--- src/hw/tinyrv1_pkg.sv ---
`default_nettype none

package tinyrv1_pkg;

  // ==========================================================
  // Reset vector and instruction fields
  // ==========================================================

  localparam logic [31:0] reset_pc = 32'h0000_0200;

  localparam int unsigned reg_aw  = 5;   // Register specifier width
  localparam int unsigned rd_lsb  = 7;
  localparam int unsigned rs1_lsb = 15;
  localparam int unsigned rs2_lsb = 20;

  // ==========================================================
  // Opcode match patterns where ? marks a don't-care bit
  // ==========================================================

  localparam logic [31:0] op_add  = 32'b0000000_?????_?????_000_?????_0110011;
  localparam logic [31:0] op_addi = 32'b????????????_?????_000_?????_0010011;
  localparam logic [31:0] op_mul  = 32'b0000001_?????_?????_000_?????_0110011;
  localparam logic [31:0] op_lw   = 32'b????????????_?????_010_?????_0000011;
  localparam logic [31:0] op_sw   = 32'b???????_?????_?????_010_?????_0100011;
  localparam logic [31:0] op_jal  = 32'b????????????????????_?????_1101111;
  localparam logic [31:0] op_jr   = 32'b000000000000_?????_000_00000_1100111; // JALR x0, 0
  localparam logic [31:0] op_bne  = 32'b???????_?????_?????_001_?????_1100011;

  // ==========================================================
  // Datapath select encodings
  // ==========================================================

  typedef enum logic [1:0] {
    imm_i,
    imm_s,
    imm_j,
    imm_b
  } imm_type_e;

  typedef enum logic [1:0] {
    pc_plus4,
    pc_jal,   // Target computed in D
    pc_jr,    // rs1 value in D
    pc_br     // Taken BNE resolved in X
  } pc_sel_e;

  typedef enum logic [1:0] {
    byp_rf,
    byp_x,
    byp_m,
    byp_w
  } byp_sel_e;

  typedef enum logic {wb_result, wb_load} wb_sel_e;
  typedef enum logic {res_alu, res_mul} result_sel_e;
  typedef enum logic {op2_rf, op2_imm} op2_sel_e;
  typedef enum logic {op1_rf, op1_pc} op1_sel_e;   // op1_pc carries the JAL link
  typedef enum logic {mem_read, mem_write} mem_type_e;

endpackage

`default_nettype wire

--- src/hw/proc_ctrl_if.sv ---
`default_nettype none

interface proc_ctrl_if import tinyrv1_pkg::*; ();

  // Control, per stage
  logic              reg_en_f;
  pc_sel_e           pc_sel_f;
  logic              reg_en_d;
  logic              squash_d;       // Bubble into X
  imm_type_e         imm_type_d;
  byp_sel_e          op1_byp_sel_d;
  byp_sel_e          op2_byp_sel_d;
  op1_sel_e          op1_sel_d;
  op2_sel_e          op2_sel_d;
  result_sel_e       result_sel_x;
  logic              dmemreq_val_m;
  mem_type_e         dmemreq_type_m;
  wb_sel_e           wb_sel_m;
  logic              rf_wen_w;
  logic [reg_aw-1:0] rf_waddr_w;

  // Status back to the control unit
  logic [31:0]       inst_d;
  logic              eq_x;

  modport ctrl (
    output reg_en_f, pc_sel_f, reg_en_d, squash_d,
    output imm_type_d, op1_byp_sel_d, op2_byp_sel_d, op1_sel_d, op2_sel_d,
    output result_sel_x, dmemreq_val_m, dmemreq_type_m, wb_sel_m,
    output rf_wen_w, rf_waddr_w,
    input  inst_d, eq_x
  );

  modport dpath (
    input  reg_en_f, pc_sel_f, reg_en_d, squash_d,
    input  imm_type_d, op1_byp_sel_d, op2_byp_sel_d, op1_sel_d, op2_sel_d,
    input  result_sel_x, dmemreq_val_m, dmemreq_type_m, wb_sel_m,
    input  rf_wen_w, rf_waddr_w,
    output inst_d, eq_x
  );

endinterface

`default_nettype wire

--- src/hw/proc.sv ---
`default_nettype none

module proc (
  input  logic        clk,
  input  logic        rst,

  // Instruction memory
  output logic        imemreq_val,
  output logic [31:0] imemreq_addr,
  input  logic [31:0] imemresp_data,

  // Data memory
  output logic        dmemreq_val,
  output logic        dmemreq_type,   // 1 for a store
  output logic [31:0] dmemreq_addr,
  output logic [31:0] dmemreq_wdata,
  input  logic [31:0] dmemresp_rdata
);

  proc_ctrl_if ctrl_if ();

  proc_ctrl ctrl_i (
    .clk (clk),
    .rst (rst),
    .c   (ctrl_if.ctrl)
  );

  proc_dpath dpath_i (
    .clk            (clk),
    .rst            (rst),
    .d              (ctrl_if.dpath),
    .imemreq_addr   (imemreq_addr),
    .imemresp_data  (imemresp_data),
    .dmemreq_addr   (dmemreq_addr),
    .dmemreq_wdata  (dmemreq_wdata),
    .dmemresp_rdata (dmemresp_rdata)
  );

  assign imemreq_val  = ctrl_if.reg_en_f;   // No new fetch while stalled
  assign dmemreq_val  = ctrl_if.dmemreq_val_m;
  assign dmemreq_type = ctrl_if.dmemreq_type_m;

endmodule

`default_nettype wire

--- src/hw/proc_alu.sv ---
`default_nettype none

module proc_alu import tinyrv1_pkg::*; (
  input  logic [31:0] op1,
  input  logic [31:0] op2,
  input  result_sel_e result_sel,
  output logic [31:0] result,
  output logic        eq
);

  logic [31:0] sum;
  logic [31:0] prod;

  assign sum  = op1 + op2;
  assign prod = op1 * op2;   // Low word only

  always_comb begin
    case (result_sel)
      res_mul: result = prod;
      default: result = sum;
    endcase
  end

  // BNE compare
  assign eq = (op1 == op2);

endmodule

`default_nettype wire

--- src/hw/proc_ctrl.sv ---
`default_nettype none

module proc_ctrl import tinyrv1_pkg::*; (
  input  logic       clk,
  input  logic       rst,
  proc_ctrl_if.ctrl  c
);

  logic              val_d;
  logic              val_x;
  logic              val_m;
  logic              val_w;
  logic [31:0]       inst_x;
  logic [31:0]       inst_m;
  logic [31:0]       inst_w;

  logic [reg_aw-1:0] rs1_d;
  logic [reg_aw-1:0] rs2_d;
  logic [reg_aw-1:0] rd_x;
  logic [reg_aw-1:0] rd_m;
  logic [reg_aw-1:0] rd_w;
  logic              rs1_en_d;
  logic              rs2_en_d;
  logic              jal_d;
  logic              jr_d;
  logic              lw_x;
  logic              br_taken_x;
  logic              stall_d;
  logic              jump_d;
  logic              squash_f;

  function automatic logic writes_rd(input logic [31:0] inst);
    return (inst ==? op_add) | (inst ==? op_addi) | (inst ==? op_mul) |
           (inst ==? op_lw)  | (inst ==? op_jal);
  endfunction

  // X over M over W, x0 never bypassed
  function automatic byp_sel_e byp_pick(input logic [reg_aw-1:0] rs, input logic en);
    byp_sel_e sel;
    sel = byp_rf;
    if (en && rs != '0) begin
      if (val_w && writes_rd(inst_w) && rs == rd_w) sel = byp_w;
      if (val_m && writes_rd(inst_m) && rs == rd_m) sel = byp_m;
      if (val_x && writes_rd(inst_x) && !lw_x && rs == rd_x) sel = byp_x;
    end
    return sel;
  endfunction

  // ==========================================================
  // Valid and instruction pipeline
  // ==========================================================

  always_ff @(posedge clk) begin
    if (rst) begin
      val_d <= 1'b0;
      val_x <= 1'b0;
      val_m <= 1'b0;
      val_w <= 1'b0;
    end else begin
      if (c.reg_en_d) val_d <= ~squash_f;   // Holds through a stall
      val_x <= val_d & ~c.squash_d;
      val_m <= val_x;
      val_w <= val_m;
    end
  end

  always_ff @(posedge clk) begin
    inst_x <= c.inst_d;
    inst_m <= inst_x;
    inst_w <= inst_m;
  end

  assign rs1_d = c.inst_d[rs1_lsb +: reg_aw];
  assign rs2_d = c.inst_d[rs2_lsb +: reg_aw];
  assign rd_x  = inst_x[rd_lsb +: reg_aw];
  assign rd_m  = inst_m[rd_lsb +: reg_aw];
  assign rd_w  = inst_w[rd_lsb +: reg_aw];

  // ==========================================================
  // Hazards
  // ==========================================================

  assign lw_x       = inst_x ==? op_lw;
  assign br_taken_x = val_x & (inst_x ==? op_bne) & ~c.eq_x;

  // Load result not ready until M
  assign stall_d = val_d & val_x & lw_x & (rd_x != '0) &
                   ((rs1_en_d & (rs1_d == rd_x)) | (rs2_en_d & (rs2_d == rd_x)));

  assign jump_d   = val_d & ~stall_d & (jal_d | jr_d);
  assign squash_f = br_taken_x | jump_d;

  assign c.squash_d = stall_d | br_taken_x;
  assign c.reg_en_f = ~stall_d;
  assign c.reg_en_d = ~stall_d;

  always_comb begin
    if (br_taken_x)           c.pc_sel_f = pc_br;   // Oldest redirect wins
    else if (jump_d && jal_d) c.pc_sel_f = pc_jal;
    else if (jump_d)          c.pc_sel_f = pc_jr;
    else                      c.pc_sel_f = pc_plus4;
  end

  // ==========================================================
  // Decode
  // ==========================================================

  always_comb begin
    rs1_en_d     = 1'b0;
    rs2_en_d     = 1'b0;
    jal_d        = 1'b0;
    jr_d         = 1'b0;
    c.imm_type_d = imm_i;
    c.op1_sel_d  = op1_rf;
    c.op2_sel_d  = op2_rf;
    casez (c.inst_d)
      op_add, op_mul: begin
        rs1_en_d = 1'b1;
        rs2_en_d = 1'b1;
      end
      op_addi, op_lw: begin
        rs1_en_d    = 1'b1;
        c.op2_sel_d = op2_imm;
      end
      op_sw: begin
        rs1_en_d     = 1'b1;
        rs2_en_d     = 1'b1;   // Store data
        c.imm_type_d = imm_s;
        c.op2_sel_d  = op2_imm;
      end
      op_jal: begin
        jal_d        = 1'b1;
        c.imm_type_d = imm_j;
        c.op1_sel_d  = op1_pc;
      end
      op_jr: begin
        rs1_en_d = 1'b1;
        jr_d     = 1'b1;
      end
      op_bne: begin
        rs1_en_d     = 1'b1;
        rs2_en_d     = 1'b1;
        c.imm_type_d = imm_b;
      end
      default: ;
    endcase
  end

  always_comb begin
    c.op1_byp_sel_d = byp_pick(rs1_d, rs1_en_d);
    c.op2_byp_sel_d = byp_pick(rs2_d, rs2_en_d);
  end

  // X, M, W selects
  always_comb begin
    casez (inst_x)
      op_mul:  c.result_sel_x = res_mul;
      default: c.result_sel_x = res_alu;
    endcase
  end

  always_comb begin
    c.dmemreq_val_m  = 1'b0;
    c.dmemreq_type_m = mem_read;
    c.wb_sel_m       = wb_result;
    casez (inst_m)
      op_lw: begin
        c.dmemreq_val_m = val_m;
        c.wb_sel_m      = wb_load;
      end
      op_sw: begin
        c.dmemreq_val_m  = val_m;
        c.dmemreq_type_m = mem_write;
      end
      default: ;
    endcase
  end

  assign c.rf_wen_w   = val_w & writes_rd(inst_w);
  assign c.rf_waddr_w = rd_w;

endmodule

`default_nettype wire

--- src/hw/proc_dpath.sv ---
`default_nettype none

module proc_dpath import tinyrv1_pkg::*; (
  input  logic        clk,
  input  logic        rst,
  proc_ctrl_if.dpath  d,
  output logic [31:0] imemreq_addr,
  input  logic [31:0] imemresp_data,
  output logic [31:0] dmemreq_addr,
  output logic [31:0] dmemreq_wdata,
  input  logic [31:0] dmemresp_rdata
);

  logic [31:0] pc_f;
  logic [31:0] pc_next_f;
  logic [31:0] ir_d;
  logic [31:0] pc_d;
  logic [31:0] imm_d;
  logic [31:0] rf_rdata0;
  logic [31:0] rf_rdata1;
  logic [31:0] op1_byp_d;
  logic [31:0] op2_byp_d;
  logic [31:0] op1_d;
  logic [31:0] op2_d;
  logic [31:0] targ_d;
  logic [31:0] op1_x;
  logic [31:0] op2_x;
  logic [31:0] sd_x;
  logic [31:0] br_targ_x;
  logic [31:0] result_x;
  logic [31:0] result_m;
  logic [31:0] sd_m;
  logic [31:0] wb_m;
  logic [31:0] wb_w;

  function automatic logic [31:0] byp_mux(input byp_sel_e sel, input logic [31:0] rf_val);
    case (sel)
      byp_x:   return result_x;
      byp_m:   return wb_m;
      byp_w:   return wb_w;
      default: return rf_val;
    endcase
  endfunction

  // ==========================================================
  // Fetch
  // ==========================================================

  always_comb begin
    case (d.pc_sel_f)
      pc_jal:  pc_next_f = targ_d;
      pc_jr:   pc_next_f = {op1_byp_d[31:1], 1'b0};
      pc_br:   pc_next_f = br_targ_x;
      default: pc_next_f = pc_f + 32'd4;
    endcase
  end

  always_ff @(posedge clk) begin
    if (rst)             pc_f <= reset_pc;
    else if (d.reg_en_f) pc_f <= pc_next_f;
  end

  assign imemreq_addr = pc_f;

  // ==========================================================
  // Decode
  // ==========================================================

  always_ff @(posedge clk) begin
    if (d.reg_en_d) begin
      ir_d <= imemresp_data;
      pc_d <= pc_f;
    end
  end

  assign d.inst_d = ir_d;

  proc_regfile regfile_i (
    .clk    (clk),
    .raddr0 (ir_d[rs1_lsb +: reg_aw]),
    .rdata0 (rf_rdata0),
    .raddr1 (ir_d[rs2_lsb +: reg_aw]),
    .rdata1 (rf_rdata1),
    .wen    (d.rf_wen_w),
    .waddr  (d.rf_waddr_w),
    .wdata  (wb_w)
  );

  always_comb begin
    case (d.imm_type_d)
      imm_s:   imm_d = {{20{ir_d[31]}}, ir_d[31:25], ir_d[11:7]};
      imm_j:   imm_d = {{12{ir_d[31]}}, ir_d[19:12], ir_d[20], ir_d[30:21], 1'b0};
      imm_b:   imm_d = {{20{ir_d[31]}}, ir_d[7], ir_d[30:25], ir_d[11:8], 1'b0};
      default: imm_d = {{20{ir_d[31]}}, ir_d[31:20]};
    endcase
  end

  assign op1_byp_d = byp_mux(d.op1_byp_sel_d, rf_rdata0);
  assign op2_byp_d = byp_mux(d.op2_byp_sel_d, rf_rdata1);
  assign targ_d    = pc_d + imm_d;   // JAL target, BNE target

  // Link value PC+4 passes the adder with a zero op2
  assign op1_d = (d.op1_sel_d == op1_pc) ? pc_d + 32'd4 : op1_byp_d;
  always_comb begin
    if (d.op2_sel_d == op2_imm)     op2_d = imm_d;
    else if (d.op1_sel_d == op1_pc) op2_d = 32'd0;
    else                            op2_d = op2_byp_d;
  end

  // ==========================================================
  // Execute, memory, writeback
  // ==========================================================

  always_ff @(posedge clk) begin
    if (!d.squash_d) begin
      op1_x     <= op1_d;
      op2_x     <= op2_d;
      sd_x      <= op2_byp_d;
      br_targ_x <= targ_d;
    end
  end

  proc_alu alu_i (
    .op1        (op1_x),
    .op2        (op2_x),
    .result_sel (d.result_sel_x),
    .result     (result_x),
    .eq         (d.eq_x)
  );

  always_ff @(posedge clk) begin
    result_m <= result_x;
    sd_m     <= sd_x;
    wb_w     <= wb_m;
  end

  assign dmemreq_addr  = result_m;
  assign dmemreq_wdata = sd_m;
  assign wb_m = (d.wb_sel_m == wb_load) ? dmemresp_rdata : result_m;

endmodule

`default_nettype wire

--- src/hw/proc_regfile.sv ---
`default_nettype none

module proc_regfile import tinyrv1_pkg::*; (
  input  logic              clk,
  input  logic [reg_aw-1:0] raddr0,
  output logic [31:0]       rdata0,
  input  logic [reg_aw-1:0] raddr1,
  output logic [31:0]       rdata1,
  input  logic              wen,
  input  logic [reg_aw-1:0] waddr,
  input  logic [31:0]       wdata
);

  logic [31:0] regs [32];

  always_ff @(posedge clk) begin
    if (wen && waddr != '0) begin
      regs[waddr] <= wdata;
    end
  end

  // x0 hardwired to zero
  assign rdata0 = (raddr0 == '0) ? 32'd0 : regs[raddr0];
  assign rdata1 = (raddr1 == '0) ? 32'd0 : regs[raddr1];

endmodule

`default_nettype wire

--- config.mk ---
export PLATFORM = sky130hd
export DESIGN_NAME = proc
export DESIGN_NICKNAME = d
export VERILOG_FILES = /design/src/hw/tinyrv1_pkg.sv /design/src/hw/proc_ctrl_if.sv /design/src/hw/proc.sv /design/src/hw/proc_alu.sv /design/src/hw/proc_ctrl.sv /design/src/hw/proc_dpath.sv /design/src/hw/proc_regfile.sv
export SDC_FILE = /design/constraint.sdc
export NUM_CORES = 2
export LEC_CHECK = 0
export ABC_AREA = 0
export BUFFER_PORTS_ARGS = -buffer_cell sky130_fd_sc_hd__buf_2
export CAP_MARGIN = 20
export CORE_MARGIN = 4
export CORE_UTILIZATION = 27
export DETAILED_ROUTE_END_ITERATION = 7
export MAX_ROUTING_LAYER = met4
export SLEW_MARGIN = 10
export SYNTH_ARGS = -nofsm -noshare
export SYNTH_HDL_FRONTEND = slang
export SYNTH_SLANG_ARGS = --single-unit
--- constraint.sdc ---
create_clock -name clk -period 12.68 [get_ports clk]
set_input_delay 2.536 -clock clk [delete_from_list [all_inputs] [get_ports clk]]
set_output_delay 2.536 -clock clk [all_outputs]
set_load 0.02 [all_outputs]
# Yosys cells after proc, flatten, opt, wreduce, memory -nomap -nowiden
# Memories as Yosys holds them, arrays and structs flattened. A register that Yosys moved wholly into a read port is not among the register bits.
# Index checks and enable logic that the tools add are counted.
[classes]
add_sub_neg = 4
n_mul = 1
eq_ne = 44
n_mux = 36
bitwise_logic = 32
reduce_logical = 25
[op_table]
columns = ["cell", "n"]
rows = [
  ["$pmux W32 S3", 3],
  ["$mux W32", 7],
  ["$eq A17 B11 Y1 const B", 4],
  ["$eq A17 B6 Y1 const B", 4],
  ["$add A32 B3 Y32 const B", 2],
  ["$add A32 B32 Y32", 2],
  ["$eq A10 B9 Y1 const B", 6],
  ["$pmux W20 S3", 1],
  ["$eq A10 B5 Y1 const B", 4],
  ["$eq A32 B32 Y1", 1],
  ["$mul A32 B32 Y32", 1],
  ["$eq A5 B5 Y1", 6],
  ["$eq A7 B7 Y1 const B", 4],
  ["$eq A27 B7 Y1 const B", 1],
  ["$mux W2", 11],
  ["$eq A10 B8 Y1 const B", 2],
  ["$reduce_bool A5 Y1", 4],
  ["$eq A2 B2 Y1 const B", 8],
  ["$or A1 B1 Y1", 16],
  ["$logic_and A1 B1 Y1", 14],
  ["$and A1 B1 Y1", 12],
  ["$mux W1", 11],
  ["$logic_not A5 Y1", 2],
  ["$mux W5", 2],
  ["8 further kinds", 14],
]
[totals]
register_bits = 420
mem_bits_rw = 1024
input_bits = 66
out_inout_bits = 99
word_cells = 160
memories = 1
[mem_list]
columns = ["memory", "depth", "width", "rd", "rd_clocked_by_memory_dff", "write_ports", "line_no", "text"]
rows = [
  ["dpath_i.regfile_i.regs", 32, 32, 2, 2, 1, "proc_regfile.sv:14", "logic [31:0] regs [32];"],
]

# Logic depth before layout (Yosys ltp)
[logic_depth]
word_depth = 15
depth_mapped = 28
ltp_nobuf = 26

# By module
# A second synthesis with hierarchy kept.
[unflattened]
hier_cells = 6002
area_unflattened_um2 = 83124.7
[modules_own_cells]
columns = ["mod", "n_inst", "cells_each", "area_per_inst_um2"]
rows = [
  ["proc_regfile", 1, 2564, 47929.7],
  ["proc_alu", 1, 2027, 17569.4],
  ["proc_dpath", 1, 1184, 15162.0],
  ["proc_ctrl", 1, 227, 2463.6],
]

# Worst setup path before layout
# OpenSTA, ideal clock, no wires.
[synth_path]
path_type = "register to output"
start = "register dpath_i.ir_d[31], in the netlist dpath_i.d.inst_d[31]"
end = "output port imemreq_val"
t_arrival_ns = 6.158
t_required_ns = 10.144
slack_ns = 3.986
path_stages_with_launch = 6
n_path_buf = 0
path_cell_list = "edfxtp_1 > nor4_1 > nand4_1 > a21oi_1 > a21boi_0 > o21ai_0"
[synth_between]
elab_chain_len = 7
[synth_lines]
columns = ["element", "line_no", "text"]
rows = [
  ["start, declared", "proc_dpath.sv:16", "logic [31:0] ir_d;"],
  ["start signal, assigned", "proc_dpath.sv:71", "ir_d <= imemresp_data;"],
  ["$eq A27 B7 Y1, or another cell as far along", "proc_ctrl.sv:116", "casez (c.inst_d)"],
  ["$reduce_or A7 Y1 (no line) or $reduce_or A4 Y1 (tied branches)", "--", ""],
  ["$mux W1", "proc_ctrl.sv:116", ""],
  ["$and A1 B1 Y1", "proc_ctrl.sv:88", "((rs1_en_d & (rs1_d == rd_x)) | (rs2_en_d & (rs2_d == rd_x)));"],
  ["$or A1 B1 Y1 *", "proc_ctrl.sv:88", ""],
  ["$and A1 B1 Y1 *", "proc_ctrl.sv:87", "assign stall_d = val_d & val_x & lw_x & (rd_x != '0) &"],
  ["$not A1 Y1 *", "proc_ctrl.sv:94", "assign c.reg_en_f = ~stall_d;"],
  ["end, declared", "proc.sv:8", "output logic imemreq_val,"],
]
# Mark *: on every way between the ends. The rest lies on a longest branch, timed or not.

# Worst setup path after layout
[layout_path]
start = "register dpath_i.op2_x[6]"
end = "register dpath_i.op2_x[22], data pin"
[layout_between]
elab_chain_len = 5
[layout_lines]
columns = ["element", "line_no", "text"]
rows = [
  ["start, declared", "proc_dpath.sv:27", "logic [31:0] op2_x;"],
  ["start signal, assigned", "proc_dpath.sv:117", "op2_x <= op2_d;"],
  ["$mul A32 B32 Y32 or $add A32 B32 Y32 (tied branches)", "proc_alu.sv:15, proc_alu.sv:14", ""],
  ["$mux W32 *", "proc_alu.sv:18", "case (result_sel)"],
  ["via dpath_i.alu_i.result[22]", "proc_alu.sv:7", "output logic [31:0] result,"],
  ["$pmux W32 S3 *", "proc_dpath.sv:37", "case (sel)"],
  ["via dpath_i.op2_byp_d[22]", "proc_dpath.sv:22", "logic [31:0] op2_byp_d;"],
  ["$mux W32 *", "proc_dpath.sv:106", "else if (d.op1_sel_d == op1_pc) op2_d = 32'd0;"],
  ["$mux W32 *", "proc_dpath.sv:105", "if (d.op2_sel_d == op2_imm) op2_d = imm_d;"],
  ["via dpath_i.op2_d[22]", "proc_dpath.sv:24", "logic [31:0] op2_d;"],
]
# Mark *: on every way through the listed nets, which the timed path passes. The rest lies on a longest branch.
# A chain may end at the register's enable or synchronous reset.

==> impl_results.rst <==
.. list-table::
   :header-rows: 1

   * - Metric
     - Value
   * - Result of the run
     - finished clean
   * - Unique cell type count in the Yosys netlist
     - 98
   * - Startpoint of the tightest hold check path
     - dpath_i.sd_x[5]
   * - Async set or reset register ratio after synthesis
     - 0%
   * - Detailed Route Iter0 Violations
     - 5753
   * - Final hold viol count
     - 0
   * - Critical Path Slowest Stage Cell
     - edfxtp_1
   * - Critical Path Start Type
     - flop
   * - Overflow left after global routing
     - 0
   * - Starting density of the core
     - 27.1%
   * - Adder-cell share of the synthesized area
     - 12.8%
   * - Total half-perimeter wirelength after legalization and detailed placement
     - 198000 um
   * - Endpoint type of the worst setup path
     - flop
   * - Wire length of the first global-routing pass
     - 408000 um
   * - Fmax
     - 0.112 GHz
   * - Sum of negative setup slack
     - 0 ns
   * - Multiplexer area fraction after synthesis
     - 19.0%
   * - Cell area after layout
     - 93700 um^2
   * - Setup violation total in the final timing report
     - 0
   * - Class of the tightest hold or removal check
     - reg -> reg
   * - Number of iterations in the first detailed-routing pass
     - 7
   * - Number of buffers created by CTS
     - 163
   * - Worst-Margin Slew
     - 1.26 ns
   * - Number of nets with antenna violations after detailed routing
     - 0
   * - Critical path start-end classification
     - reg -> reg
   * - Post-Synthesis Cells
     - 5620
   * - Remaining max-slew budget at the tightest pin
     - 16.1%
   * - Layout fillers
     - 29700
   * - Maximum number of pins on one net before global-route repair
     - 100
   * - Layout cells sized above 1
     - 23.1%
   * - Final RePlAce weighted congestion
     - 0.974
   * - Buf/Inv on CP
     - 2
   * - Number of input and output port buffers inserted
     - 164
   * - Hold Crit Endpoint
     - dpath_i.dmemreq_wdata[5]
   * - Post-cts gate resize count
     - 0
   * - CP max FO
     - 26
   * - Data required time at the worst endpoint
     - 13.39 ns
   * - Number of cells on the worst reg-to-reg path
     - 22
   * - Post-Synth XOR/XNOR Area
     - 2.07%
   * - Final core utilization
     - 31.0%
   * - Instance area at placement
     - 88100 um^2
   * - Clock transition at the register clock pins on the worst setup and hold paths after CTS
     - 0.08 ns
   * - Wire length per cell
     - 29.2 um
   * - CP peak stage delay
     - 0.94 ns
   * - Share of the synthesized area in compound gates (AO/OA/AOI/OAI)
     - 5.46%
   * - I/O pin count
     - 165
   * - Post-synth design cell area
     - 82100 um^2
   * - Arrival time at the worst endpoint
     - 9.65 ns
   * - Number of global-route vias before repair
     - 54100
   * - Initial antenna violation count
     - 10
   * - Non-filler instance count after layout
     - 9901
   * - Critical Path Source
     - dpath_i.op2_x[6]
   * - Commonest non-fill, non-tap cell in the layout
     - edfxtp_1
   * - Average instance area after synthesis
     - 14.6 um^2
   * - Cell family with most CP delay
     - adder cells
   * - Routed vias/inst
     - 5.30
   * - Most frequent cells in the layout
     - edfxtp_1, mux4_2, nand2_1
   * - Count of pins over their slew limit
     - 0
   * - TritonCTS clock tree
     - done
   * - Die Ht
     - 559 um
   * - Cell occurring most often along the worst timing path
     - fa_1
   * - Core Rows
     - 202
   * - RSZ-0062 raised after global routing
     - false
   * - Post-route fraction of the period consumed by the critical path
     - 70.5%
   * - Total instance count after detailed placement
     - 9593
   * - Gr usage total
     - 18.6%
   * - Number of stages on the worst hold path
     - 0
   * - Clock tree skew after final layout
     - 0.0913 ns
   * - Cell at the root of the clock tree
     - clkbuf_16
   * - Later-pin clock latency in the skew report
     - 0.83 ns
   * - R2R Path End
     - dpath_i.op2_x[22]
   * - Die Span X
     - 559 um
   * - Flip-flop and latch count after synthesis
     - 1422
   * - Combinational family with the most area after synthesis
     - multiplexers
   * - Setup repair bufs after CTS
     - 0
   * - Final Routed Wirelength
     - 289000 um
   * - Floorplan die area
     - 313000 um^2
   * - Number of violations of the max-capacitance limit
     - 0
   * - Shortest clock period the worst path allows after layout
     - 8.94 ns
   * - Post-layout nets
     - 6460
   * - Core footprint
     - 303000 um^2
   * - Flip-flop cell with the highest count after synthesis
     - edfxtp_1
   * - Post-Synth Simple-Gate Area
     - 7.48%
   * - Post-route DRC violation count
     - 0
   * - Post-synth EDFFs
     - 1216
   * - Routed vias
     - 52500
   * - Layout overhead on the synthesized area
     - 14.2%
   * - Post-synthesis sequential area ratio
     - 49.5%
   * - Series of cell instances along the critical path
     - ha_1 -> fa_1 -> fa_1 -> inv_1 -> fa_1 -> fa_1 -> inv_1 -> ha_1 -> ha_1 -> fa_1 -> fa_1 -> ha_1 -> o21a_1 -> a211o_1 -> a2111oi_0 -> a21boi_0 -> a31oi_1 -> xor2_1 -> mux2i_1 -> nand2_1 -> a21oi_1 -> a21o_1
   * - Number of hold-repair buffers added at the cts stage
     - 0
   * - Yosys warnings
     - 0
   * - Worst-case register-to-register setup slack
     - 3.74 ns
   * - Clock Path Buffers
     - 4
   * - Reg2reg start
     - dpath_i.op2_x[6]
   * - Sinks on Clock Net
     - 1422
   * - H-tree Lvls
     - 4
==> metal layers <==
layer | track usage [%] | wire (um)
met5 | - | 0
met4 | 11.4 | 21900
met3 | 3.58 | 23800
met2 | 30.3 | 140000
met1 | 21.2 | 103000
==> flip-flops by register name, indices dropped and copies added (netlist names), 22 cells and up, named ones only <==
name	cells
dpath_i.regfile_i.regs	1024
dpath_i.op1_x	32
dpath_i.d.inst_d	32
dpath_i.dmemreq_addr	32
dpath_i.pc_d	32
dpath_i.br_targ_x	32
dpath_i.wb_w	32
dpath_i.imemreq_addr	32
dpath_i.dmemreq_wdata	32
dpath_i.op2_x	32
ctrl_i.inst_x	22
dpath_i.sd_x	32
==> cells by family after synthesis <==
| family | Yosys count |
|---|---|
| AO/OA/AOI/OAI | 667 |
| XOR/XNOR | 192 |
| adder cells (fa/ha/maj) | 597 |
| buffers and inverters | 758 |
| flip-flops | 1422 |
| multiplexers | 753 |
| other | 1 |
| AND/OR/NAND/NOR | 1230 |
==> cell usage after synthesis (19+ instances only) <==
| cell type | number | area [um^2] |
|---|---|---|
| a211oi_1 | 25 | 188 |
| a21o_1 | 54 | 405 |
| a21oi_1 | 176 | 881 |
| a222oi_1 | 20 | 200 |
| a22oi_1 | 29 | 218 |
| a31oi_1 | 27 | 169 |
| and2_1 | 317 | 1980 |
| and3_1 | 32 | 200 |
| buf_1 | 40 | 150 |
| buf_2 | 67 | 335 |
| clkbuf_1 | 218 | 818 |
| dfxtp_1 | 206 | 4120 |
| edfxtp_1 | 1216 | 36500 |
| fa_1 | 410 | 8210 |
| ha_1 | 187 | 2340 |
| inv_1 | 425 | 1600 |
| mux2_2 | 59 | 664 |
| mux2i_1 | 54 | 541 |
| mux4_2 | 640 | 14400 |
| nand2_1 | 430 | 1610 |
| nand2b_1 | 28 | 175 |
| nand3_1 | 57 | 285 |
| nand4_1 | 21 | 131 |
| nor2_1 | 196 | 736 |
| nor2b_1 | 19 | 119 |
| nor3_1 | 49 | 245 |
| o21a_1 | 22 | 165 |
| o21ai_0 | 118 | 591 |
| xnor2_1 | 123 | 1080 |
| xor2_1 | 68 | 596 |
==> stage by stage <==
step                      hold WS (ns)  worst slack, ns
after global routing             0.342             3.52
after CTS                        0.329             3.76
final                            0.330             3.74
after detailed placement         0.333             3.82
after floorplan                  0.322             3.99
after global placement           0.333             3.89
==> cell type report <==
type,count,area (um^2),area share (%)
antenna,4,10.0,0.0107
clock inverter,95,880,0.938
timing repair buffer,314,2220,2.37
sequential,1422,40700,43.4
clock buffer,192,4410,4.70
inverter,425,1600,1.70
tap,3978,4980,5.31
multi-input combinational,3471,39000,41.6
==> worst max-delay path by stage <==
| stage | to | slack [ns] | cells after the start |
|---|---|---|---|
| global placement | dpath_i.op2_x[18] | 3.89 | 22 |
| CTS | dpath_i.op2_x[22] | 3.76 | 22 |
| global route | dpath_i.op2_x[24] | 3.52 | 22 |
| floorplan | imemreq_val | 3.99 | 5 |
| detailed placement | dpath_i.op2_x[22] | 3.82 | 22 |
| finish | dpath_i.op2_x[22] | 3.74 | 22 |
Power is not shown: default switching activity piles up to over one toggle a cycle in this logic, so the estimate is an artifact.
